===== config.mk =====
export PLATFORM = sky130hd
export DESIGN_NAME = exec_top
export DESIGN_NICKNAME = d
export VERILOG_FILES = /design/src/logic/rv_op_pkg.sv /design/src/logic/stage_pkg.sv /design/src/logic/alu.sv /design/src/logic/exec_top.sv /design/src/logic/exec_unit.sv /design/src/logic/imm_unit.sv /design/src/logic/pipe_reg.sv
export VERILOG_INCLUDE_DIRS = /design/src /design/src/logic
export SDC_FILE = /design/constraint.sdc
export NUM_CORES = 1
export LEC_CHECK = 0
export ABC_AREA = 1
export BUFFER_PORTS_ARGS = -buffer_cell sky130_fd_sc_hd__buf_2
export CAP_MARGIN = 0
export CELL_PAD_IN_SITES_DETAIL_PLACEMENT = 1
export CELL_PAD_IN_SITES_GLOBAL_PLACEMENT = 1
export CORE_ASPECT_RATIO = 1.25
export CORE_MARGIN = 2
export CORE_UTILIZATION = 40
export DETAILED_ROUTE_END_ITERATION = 8
export PLACE_DENSITY = 0.84
export SYNTH_ARGS = -nofsm -noshare
export SYNTH_HDL_FRONTEND = slang
export SYNTH_HIERARCHICAL = 1
export SYNTH_SLANG_ARGS = --single-unit

===== constraint.sdc =====
create_clock -name clock -period 23.6 [get_ports clock]
set_clock_uncertainty 0.05 [all_clocks]
set_input_delay 3.54 -clock clock [delete_from_list [all_inputs] [get_ports clock]]
set_output_delay 3.54 -clock clock [all_outputs]
set_load 0.01 [all_outputs]

===== src/logic/exec_defs.svh =====
`ifndef EXEC_DEFS_SVH
`define EXEC_DEFS_SVH

// datapath and register index.
`define EXEC_XLEN       32
`define EXEC_REG_W      5
`define EXEC_SHAMT_W    5

// instruction and control field widths.
`define EXEC_FUNCT3_W   3
`define EXEC_ALU_OP_W   4
`define EXEC_IMM_KIND_W 2
`define EXEC_SRC_W      2
`define EXEC_CSR_WEN_W  4

`endif


===== src/logic/rv_op_pkg.sv =====
`include "exec_defs.svh"

package rv_op_pkg;

    // alu operation, dense from zero.
    typedef enum logic [`EXEC_ALU_OP_W-1:0] {
        add    = 4'd0,
        sub    = 4'd1,
        sll    = 4'd2,
        slt    = 4'd3,
        sltu   = 4'd4,
        xor_op = 4'd5,
        srl    = 4'd6,
        sra    = 4'd7,
        or_op  = 4'd8,
        and_op = 4'd9
    } alu_op_t;

    // how the raw immediate field is widened.
    typedef enum logic [`EXEC_IMM_KIND_W-1:0] {
        imm_i12 = 2'd0, // signed 12 bit.
        imm_u20 = 2'd1, // upper immediate.
        imm_j20 = 2'd2, // jump offset, halfword units.
        imm_u5  = 2'd3  // shift amount or csr zimm.
    } imm_kind_t;

    // operand a, code 3 also reads as zero.
    typedef enum logic [`EXEC_SRC_W-1:0] {
        src_a_rs1  = 2'd0,
        src_a_pc   = 2'd1,
        src_a_zero = 2'd2
    } src_a_t;

    typedef enum logic [`EXEC_SRC_W-1:0] {
        src_b_imm  = 2'd0,
        src_b_rs2  = 2'd1,
        src_b_csr  = 2'd2,
        src_b_zero = 2'd3
    } src_b_t;

endpackage


===== src/logic/stage_pkg.sv =====
`include "exec_defs.svh"

package stage_pkg;

    // decoded instruction as it enters execute.
    typedef struct packed {
        logic [`EXEC_XLEN-1:0]      pc;
        logic [`EXEC_XLEN-1:0]      inst;
        logic [`EXEC_REG_W-1:0]     rd;
        logic [`EXEC_FUNCT3_W-1:0]  funct3;
        logic [`EXEC_XLEN-1:0]      imm;        // raw field from decode.
        rv_op_pkg::imm_kind_t       imm_kind;
        rv_op_pkg::alu_op_t         alu_op;
        logic                       inv;        // flip bit 0 of the result.
        rv_op_pkg::src_a_t          src_a;
        rv_op_pkg::src_b_t          src_b;
        logic [`EXEC_XLEN-1:0]      rs1_value;
        logic [`EXEC_XLEN-1:0]      rs2_value;
        logic [`EXEC_XLEN-1:0]      csr_value;
        logic                       reg_wen;
        logic                       mem_wen;
        logic                       mem_ren;
        logic [`EXEC_CSR_WEN_W-1:0] csr_wen;
        logic                       jump;
        logic                       branch;
    } issue_t;

    // what the memory stage gets.
    typedef struct packed {
        logic [`EXEC_XLEN-1:0]      pc;
        logic [`EXEC_XLEN-1:0]      inst;
        logic [`EXEC_REG_W-1:0]     rd;
        logic [`EXEC_FUNCT3_W-1:0]  funct3;
        logic [`EXEC_XLEN-1:0]      result;
        logic [`EXEC_XLEN-1:0]      store_data;
        logic [`EXEC_XLEN-1:0]      imm;        // still the raw field.
        logic [`EXEC_XLEN-1:0]      csr_value;
        logic                       reg_wen;
        logic                       mem_wen;
        logic                       mem_ren;
        logic [`EXEC_CSR_WEN_W-1:0] csr_wen;
        logic                       jump;
        logic                       branch;
    } result_t;

endpackage


===== src/logic/alu.sv =====
`timescale 1ns/1ps
`include "exec_defs.svh"

module alu (
    input  rv_op_pkg::alu_op_t    op,
    input  logic [`EXEC_XLEN-1:0] a,
    input  logic [`EXEC_XLEN-1:0] b,
    output logic [`EXEC_XLEN-1:0] y
);

    logic [`EXEC_SHAMT_W-1:0] shamt;
    logic                     lt_signed;
    logic                     lt_unsigned;

    assign shamt       = b[`EXEC_SHAMT_W-1:0]; // upper bits of b ignored.
    assign lt_signed   = $signed(a) < $signed(b);
    assign lt_unsigned = a < b;

    always_comb begin
        case (op)
            rv_op_pkg::add: begin
                y = a + b;
            end
            rv_op_pkg::sub: begin
                y = a - b;
            end
            rv_op_pkg::sll: begin
                y = a << shamt;
            end
            rv_op_pkg::slt: begin
                y = {{(`EXEC_XLEN-1){1'b0}}, lt_signed};
            end
            rv_op_pkg::sltu: begin
                y = {{(`EXEC_XLEN-1){1'b0}}, lt_unsigned};
            end
            rv_op_pkg::xor_op: begin
                y = a ^ b;
            end
            rv_op_pkg::srl: begin
                y = a >> shamt;
            end
            rv_op_pkg::sra: begin
                y = $unsigned($signed(a) >>> shamt);
            end
            rv_op_pkg::or_op: begin
                y = a | b;
            end
            rv_op_pkg::and_op: begin
                y = a & b;
            end
            default: begin
                y = '0; // codes 10 to 15.
            end
        endcase
    end

endmodule


===== src/logic/exec_top.sv =====
`timescale 1ns/1ps

module exec_top (
    input  logic               clock,
    input  logic               reset,
    input  logic               flush,

    input  logic               in_valid,
    output logic               in_ready,
    input  stage_pkg::issue_t  in_bundle,

    output logic               out_valid,
    input  logic               out_ready,
    output stage_pkg::result_t out_bundle
);

    logic               issue_valid;
    logic               issue_ready; // back-pressure from the result slot.
    stage_pkg::issue_t  issue_q;
    stage_pkg::result_t exec_result;

    pipe_reg #(
        .payload_t (stage_pkg::issue_t)
    ) issue_reg (
        .clock     (clock),
        .reset     (reset),
        .flush     (flush),
        .valid_in  (in_valid),
        .ready_in  (in_ready),
        .data_in   (in_bundle),
        .valid_out (issue_valid),
        .ready_out (issue_ready),
        .data_out  (issue_q)
    );

    exec_unit exec_unit_inst (
        .issue_valid (issue_valid),
        .issue       (issue_q),
        .result      (exec_result)
    );

    pipe_reg #(
        .payload_t (stage_pkg::result_t)
    ) result_reg (
        .clock     (clock),
        .reset     (reset),
        .flush     (flush),
        .valid_in  (issue_valid),
        .ready_in  (issue_ready),
        .data_in   (exec_result),
        .valid_out (out_valid),
        .ready_out (out_ready),
        .data_out  (out_bundle)
    );

endmodule


===== src/logic/exec_unit.sv =====
`timescale 1ns/1ps
`include "exec_defs.svh"

module exec_unit (
    input  logic               issue_valid,
    input  stage_pkg::issue_t  issue,
    output stage_pkg::result_t result
);

    logic [`EXEC_XLEN-1:0] imm_value;
    logic [`EXEC_XLEN-1:0] operand_a;
    logic [`EXEC_XLEN-1:0] operand_b;
    logic [`EXEC_XLEN-1:0] alu_y;

    imm_unit imm_unit_inst (
        .imm       (issue.imm),
        .kind      (issue.imm_kind),
        .imm_value (imm_value)
    );

    always_comb begin
        case (issue.src_a)
            rv_op_pkg::src_a_rs1: operand_a = issue.rs1_value;
            rv_op_pkg::src_a_pc:  operand_a = issue.pc;
            default:              operand_a = '0; // zero and the spare code.
        endcase
    end

    always_comb begin
        case (issue.src_b)
            rv_op_pkg::src_b_imm: operand_b = imm_value;
            rv_op_pkg::src_b_rs2: operand_b = issue.rs2_value;
            rv_op_pkg::src_b_csr: operand_b = issue.csr_value;
            default:              operand_b = '0;
        endcase
    end

    alu alu_inst (
        .op (issue.alu_op),
        .a  (operand_a),
        .b  (operand_b),
        .y  (alu_y)
    );

    always_comb begin
        result            = '0;
        result.pc         = issue.pc;
        result.inst       = issue.inst;
        result.rd         = issue.rd;
        result.funct3     = issue.funct3;
        // bge and bgeu reuse the slt compare with bit 0 flipped.
        result.result     = alu_y ^ {{(`EXEC_XLEN-1){1'b0}}, issue.inv};
        result.store_data = issue.rs2_value;
        result.imm        = issue.imm;
        result.csr_value  = issue.csr_value;
        result.reg_wen    = issue.reg_wen;
        result.mem_wen    = issue.mem_wen;
        result.mem_ren    = issue.mem_ren;
        result.csr_wen    = issue.csr_wen;
        result.jump       = issue.jump;
        result.branch     = issue.branch;
    end

    // decode must only hand over codes the alu knows.
    always_comb begin
        if (issue_valid) begin
            alu_op_legal: assert final ($unsigned(issue.alu_op) <= $unsigned(rv_op_pkg::and_op));
        end
    end

endmodule


===== src/logic/imm_unit.sv =====
`timescale 1ns/1ps
`include "exec_defs.svh"

module imm_unit (
    input  logic [`EXEC_XLEN-1:0] imm,
    input  rv_op_pkg::imm_kind_t  kind,
    output logic [`EXEC_XLEN-1:0] imm_value
);

    localparam int I12_W = 12;
    localparam int U20_W = 20;
    localparam int U5_W  = 5;

    always_comb begin
        case (kind)
            rv_op_pkg::imm_i12:
                imm_value = {{(`EXEC_XLEN-I12_W){imm[I12_W-1]}}, imm[I12_W-1:0]};
            rv_op_pkg::imm_u20:
                imm_value = {imm[U20_W-1:0], {(`EXEC_XLEN-U20_W){1'b0}}};
            rv_op_pkg::imm_j20:
                // sign extend, then one place left.
                imm_value = {{(`EXEC_XLEN-U20_W-1){imm[U20_W-1]}}, imm[U20_W-1:0], 1'b0};
            rv_op_pkg::imm_u5:
                imm_value = {{(`EXEC_XLEN-U5_W){1'b0}}, imm[U5_W-1:0]};
            default:
                imm_value = '0;
        endcase
    end

endmodule


===== src/logic/pipe_reg.sv =====
`timescale 1ns/1ps

module pipe_reg #(
    parameter type payload_t = logic
) (
    input  logic     clock,
    input  logic     reset,
    input  logic     flush,

    input  logic     valid_in,
    output logic     ready_in,
    input  payload_t data_in,

    output logic     valid_out,
    input  logic     ready_out,
    output payload_t data_out
);

    logic     valid_q;
    payload_t data_q;

    // a full slot still accepts when it drains in the same cycle.
    assign ready_in = !valid_q || ready_out;

    always_ff @(posedge clock) begin
        if (reset) begin
            valid_q <= 1'b0;
        end else if (flush) begin
            valid_q <= 1'b0; // drops the held item and the one on offer.
        end else if (ready_in) begin
            valid_q <= valid_in;
        end
    end

    always_ff @(posedge clock) begin
        if (valid_in && ready_in) begin
            data_q <= data_in;
        end
    end

    assign valid_out = valid_q;
    assign data_out  = data_q;

    // a stalled item must not change under the consumer.
    stall_holds_data: assert property (
        @(posedge clock) disable iff (reset)
        valid_out && !ready_out && !flush |=> valid_out && $stable(data_out)
    );

    valid_known: assert property (
        @(posedge clock) disable iff (reset)
        !$isunknown(valid_out)
    );

endmodule


==> out/results.tsv <==
stage	metric	value	unit
sta	final period utilization	0.3286	
floorplanning	Die Wd	233.2	um
placement	Placer Congestion	0.9688	
clock_network	CTS tree	done	
yosys	synthesized flop and latch total	431	
pwr	Pwr Density	69.58	nW/um^2
yosys	Main synth FF type	edfxtp_1	
setup_path	critical path capture point type	primary output	
clock_network	root buffer cell	clkbuf_16	
yosys	Post-Syn Area per Cell	8.609	sq um
yosys	Syn Nets	3376	
yosys	cell count after synthesis	3050	
pwr	total chip power	2020	uW
global_route	vias in the first global route	23820	
sta	slew margin rel.	0.2431	
clock_network	total CTS buffers	43	
clock_network	Skew-Pair Late Insertion Delay	0.59	ns
setup_path	worst path cell trace	buf_2 > inv_2 > nand2_2 > inv_2 > nand2_2 > buf_2	
yosys	Synth area leaders	edfxtp_1 (49%), nand2_1 (12%), nand3_1 (11%)	
drt	Routed Antenna Nets	0	
sta	worst slew pin tran	1.135	ns
final_layout	# fillers	7803	
clock_network	setup bufs post-CTS	0	
placement	detailed placement HPWL	80200	um
setup_path	WP data required	20.01	ns
floorplanning	Starting Density	0.4022	
clock_network	PostCTS Resize Cnt	0	
setup_path	Worst Path Max Fanout	2	
drt	Routed wire per std cell	25.12	um
sta	total negative slack	0	ns
final_layout	layout cell share with drive strength beyond 1	0.1790	
setup_path	Worst setup SP type	input pin	
yosys	cell type with the largest total area after synthesis	edfxtp_1	
drt	number of DRC markers in iteration 0	2009	
yosys	top cell type's share of synthesized area	0.4906	
placement	DP Area	27610	sq um
sta	setup violators final	0	
yosys	count leader, synth	nand2_1	
clock_network	clk sinks	431	
yosys	Synth cell types	51	
drt	routed vias	23180	
sta	RSZ-0062 raised after global routing	no	
placement	dpl cells	4063	
yosys	mapped cell area	26260	sq um
setup_path	crit-path max cell delay	0.15	ns
yosys	Yosys Warn Count	6	
floorplanning	Core ar.	65290	sq um
pwr	VDD IR max	78.65	uV
yosys	most common library cells after synthesis	nand2_1 (817), nand3_1 (570), edfxtp_1 (429), inv_1 (292), buf_4 (195)	
sta	Tmin final	7.755	ns
drt	vias per std cell	5.593	
drt	routed wire length	104100	um
global_route	global-route usage over all layers	0.3021	
drt	1st-pass router iterations	6	
worst_hold_path	Worst Hold Class	reg -> reg	
sta	FMAX	0.1290	GHz
global_route	initial antenna violation count	6	
yosys	EDFF count, synth	429	
setup_path	Critical Path AT	4.16	ns
placement	IO buf count	435	
setup_path	CP bufs+invs	4	
clock_network	clock-pin slew on the worst setup and hold paths	0.06	ns
final_layout	Post-Layout Inst Area	29030	sq um
final_layout	fin cells	4145	
clock_network	hold_buf cts	0	
status	status	finished clean	
floorplanning	I/O pin count	436	
floorplanning	chip height	290.5	um
pwr	Lkg Pwr	0.01298	uW
setup_path	WS Path Type	in -> out	
setup_path	CP delay by family, top	buffers and inverters	
floorplanning	die area	67730	sq um
setup_path	CP max-delay cell	buf_2	
global_route	first-pass GRT wire length	151800	um
yosys	share of flip-flops with an asynchronous set or reset	0	
sta	Slew Limit Fails	0	
yosys	post-synthesis sequential area ratio	0.4921	
final_layout	P&R area growth vs syn	10.55	%
clock_network	H-tree levels	2	
run	max_cap viols	0	
final_layout	Nets	3578	
sta	Hold Vio Cnt, Final	0	
global_route	largest net degree at the start of global routing	159	
global_route	GR Overflow Total	0	
floorplanning	Site Rows	105	
clock_network	CTS Buffer Depth	3	
drt	DRC	0	
layout make-up:
cell class | instances | area, sq um | area share
sequential | 431 | 12920 | 0.4452
multi-input combinational | 2002 | 10050 | 0.3461
timing repair buffer | 463 | 2400 | 0.08267
inverter | 311 | 1174 | 0.04043
clock buffer | 49 | 1099 | 0.03784
tap | 856 | 1071 | 0.03690
clock inverter | 28 | 304.0 | 0.01047
antenna | 5 | 12.51 | 0.0004310
power by group:
part,switching (uW),total [uW],internal [uW]
logic,311,425,115
registers,19.1,903,884
clock network,308,691,383
total,638,2020,1380
worst paths after layout:
check	from	to	slack [ns]	cells after the start
worst max-delay path	out_ready	in_ready	15.85	6
worst min-delay path	issue_reg/data_out[7]	result_reg/data_out[7]	0.37	0
worst max register to register	issue_reg/data_out[105]	result_reg/data_out[117]	18.45	16
worst min register to register	issue_reg/data_out[7]	result_reg/data_out[7]	0.37	0
kinds of logic after synthesis:
group | after synthesis | share of synthesized area
fa+ha+maj | 101 | 0.04870
xor+xnor | 4 | 0.001334
flops | 431 | 0.4921
simple gates | 1654 | 0.2765
compound gates | 242 | 0.05403
buf+inv | 617 | 0.1270
mux | 1 | 0.0003812
per-stage QoR:
stage	setup WS, ns	utilization	hold WS, ns
2_1_floorplan	8.505	-	0.4316
3_3_place_gp	15.92	0.4229	0.3502
3_5_place_dp	15.88	0.4229	0.3563
4_1_cts	15.84	0.4444	0.3685
5_1_grt	15.83	0.4444	0.3711
6_report	15.85	0.4446	0.3665
flip-flops by register name (all words and copies together), names as in the netlist:
register,cells
issue_reg/data_out,220
result_reg/data_out,209
issue_reg/valid_out,1
result_reg/valid_out,1
per-layer routing:
metal  vias to the layer above  GRT usage  part of all wire
li1                      10500          -                 -
met1                     11290     0.3531              0.37
met2                      1067     0.5053              0.48
met3                       320    0.05897             0.070
met4                         2     0.1908             0.076
met5                         -          0           0.00012
layout by cell type, fill, tap and decap left out, drive strengths merged, types with 2 or more instances in the layout:
cell      Yosys  final
xor2          4      4
and2         11     11
ha           99     99
clkbuf       15     49
nor2        175    175
edfxtp      429    429
a221oi        5      5
bufinv        0      4
o211ai       22     22
o21bai       15     15
clkinvlp      0      3
inv         310    312
diode         0      5
clkinv        1     20
o221ai        4      4
nor3         16     16
o21ai        78     78
nor4          3      3
a21o          2      2
buf         291    463
o22ai        21     21
fa            2      2
a211oi        2      2
nand2       826    826
a21oi        90     90
nand3       581    581
dfxtp         2      2
nand3b        4      4
nand4        35     35
No activity file was read; power rests on OpenSTA's default activity.
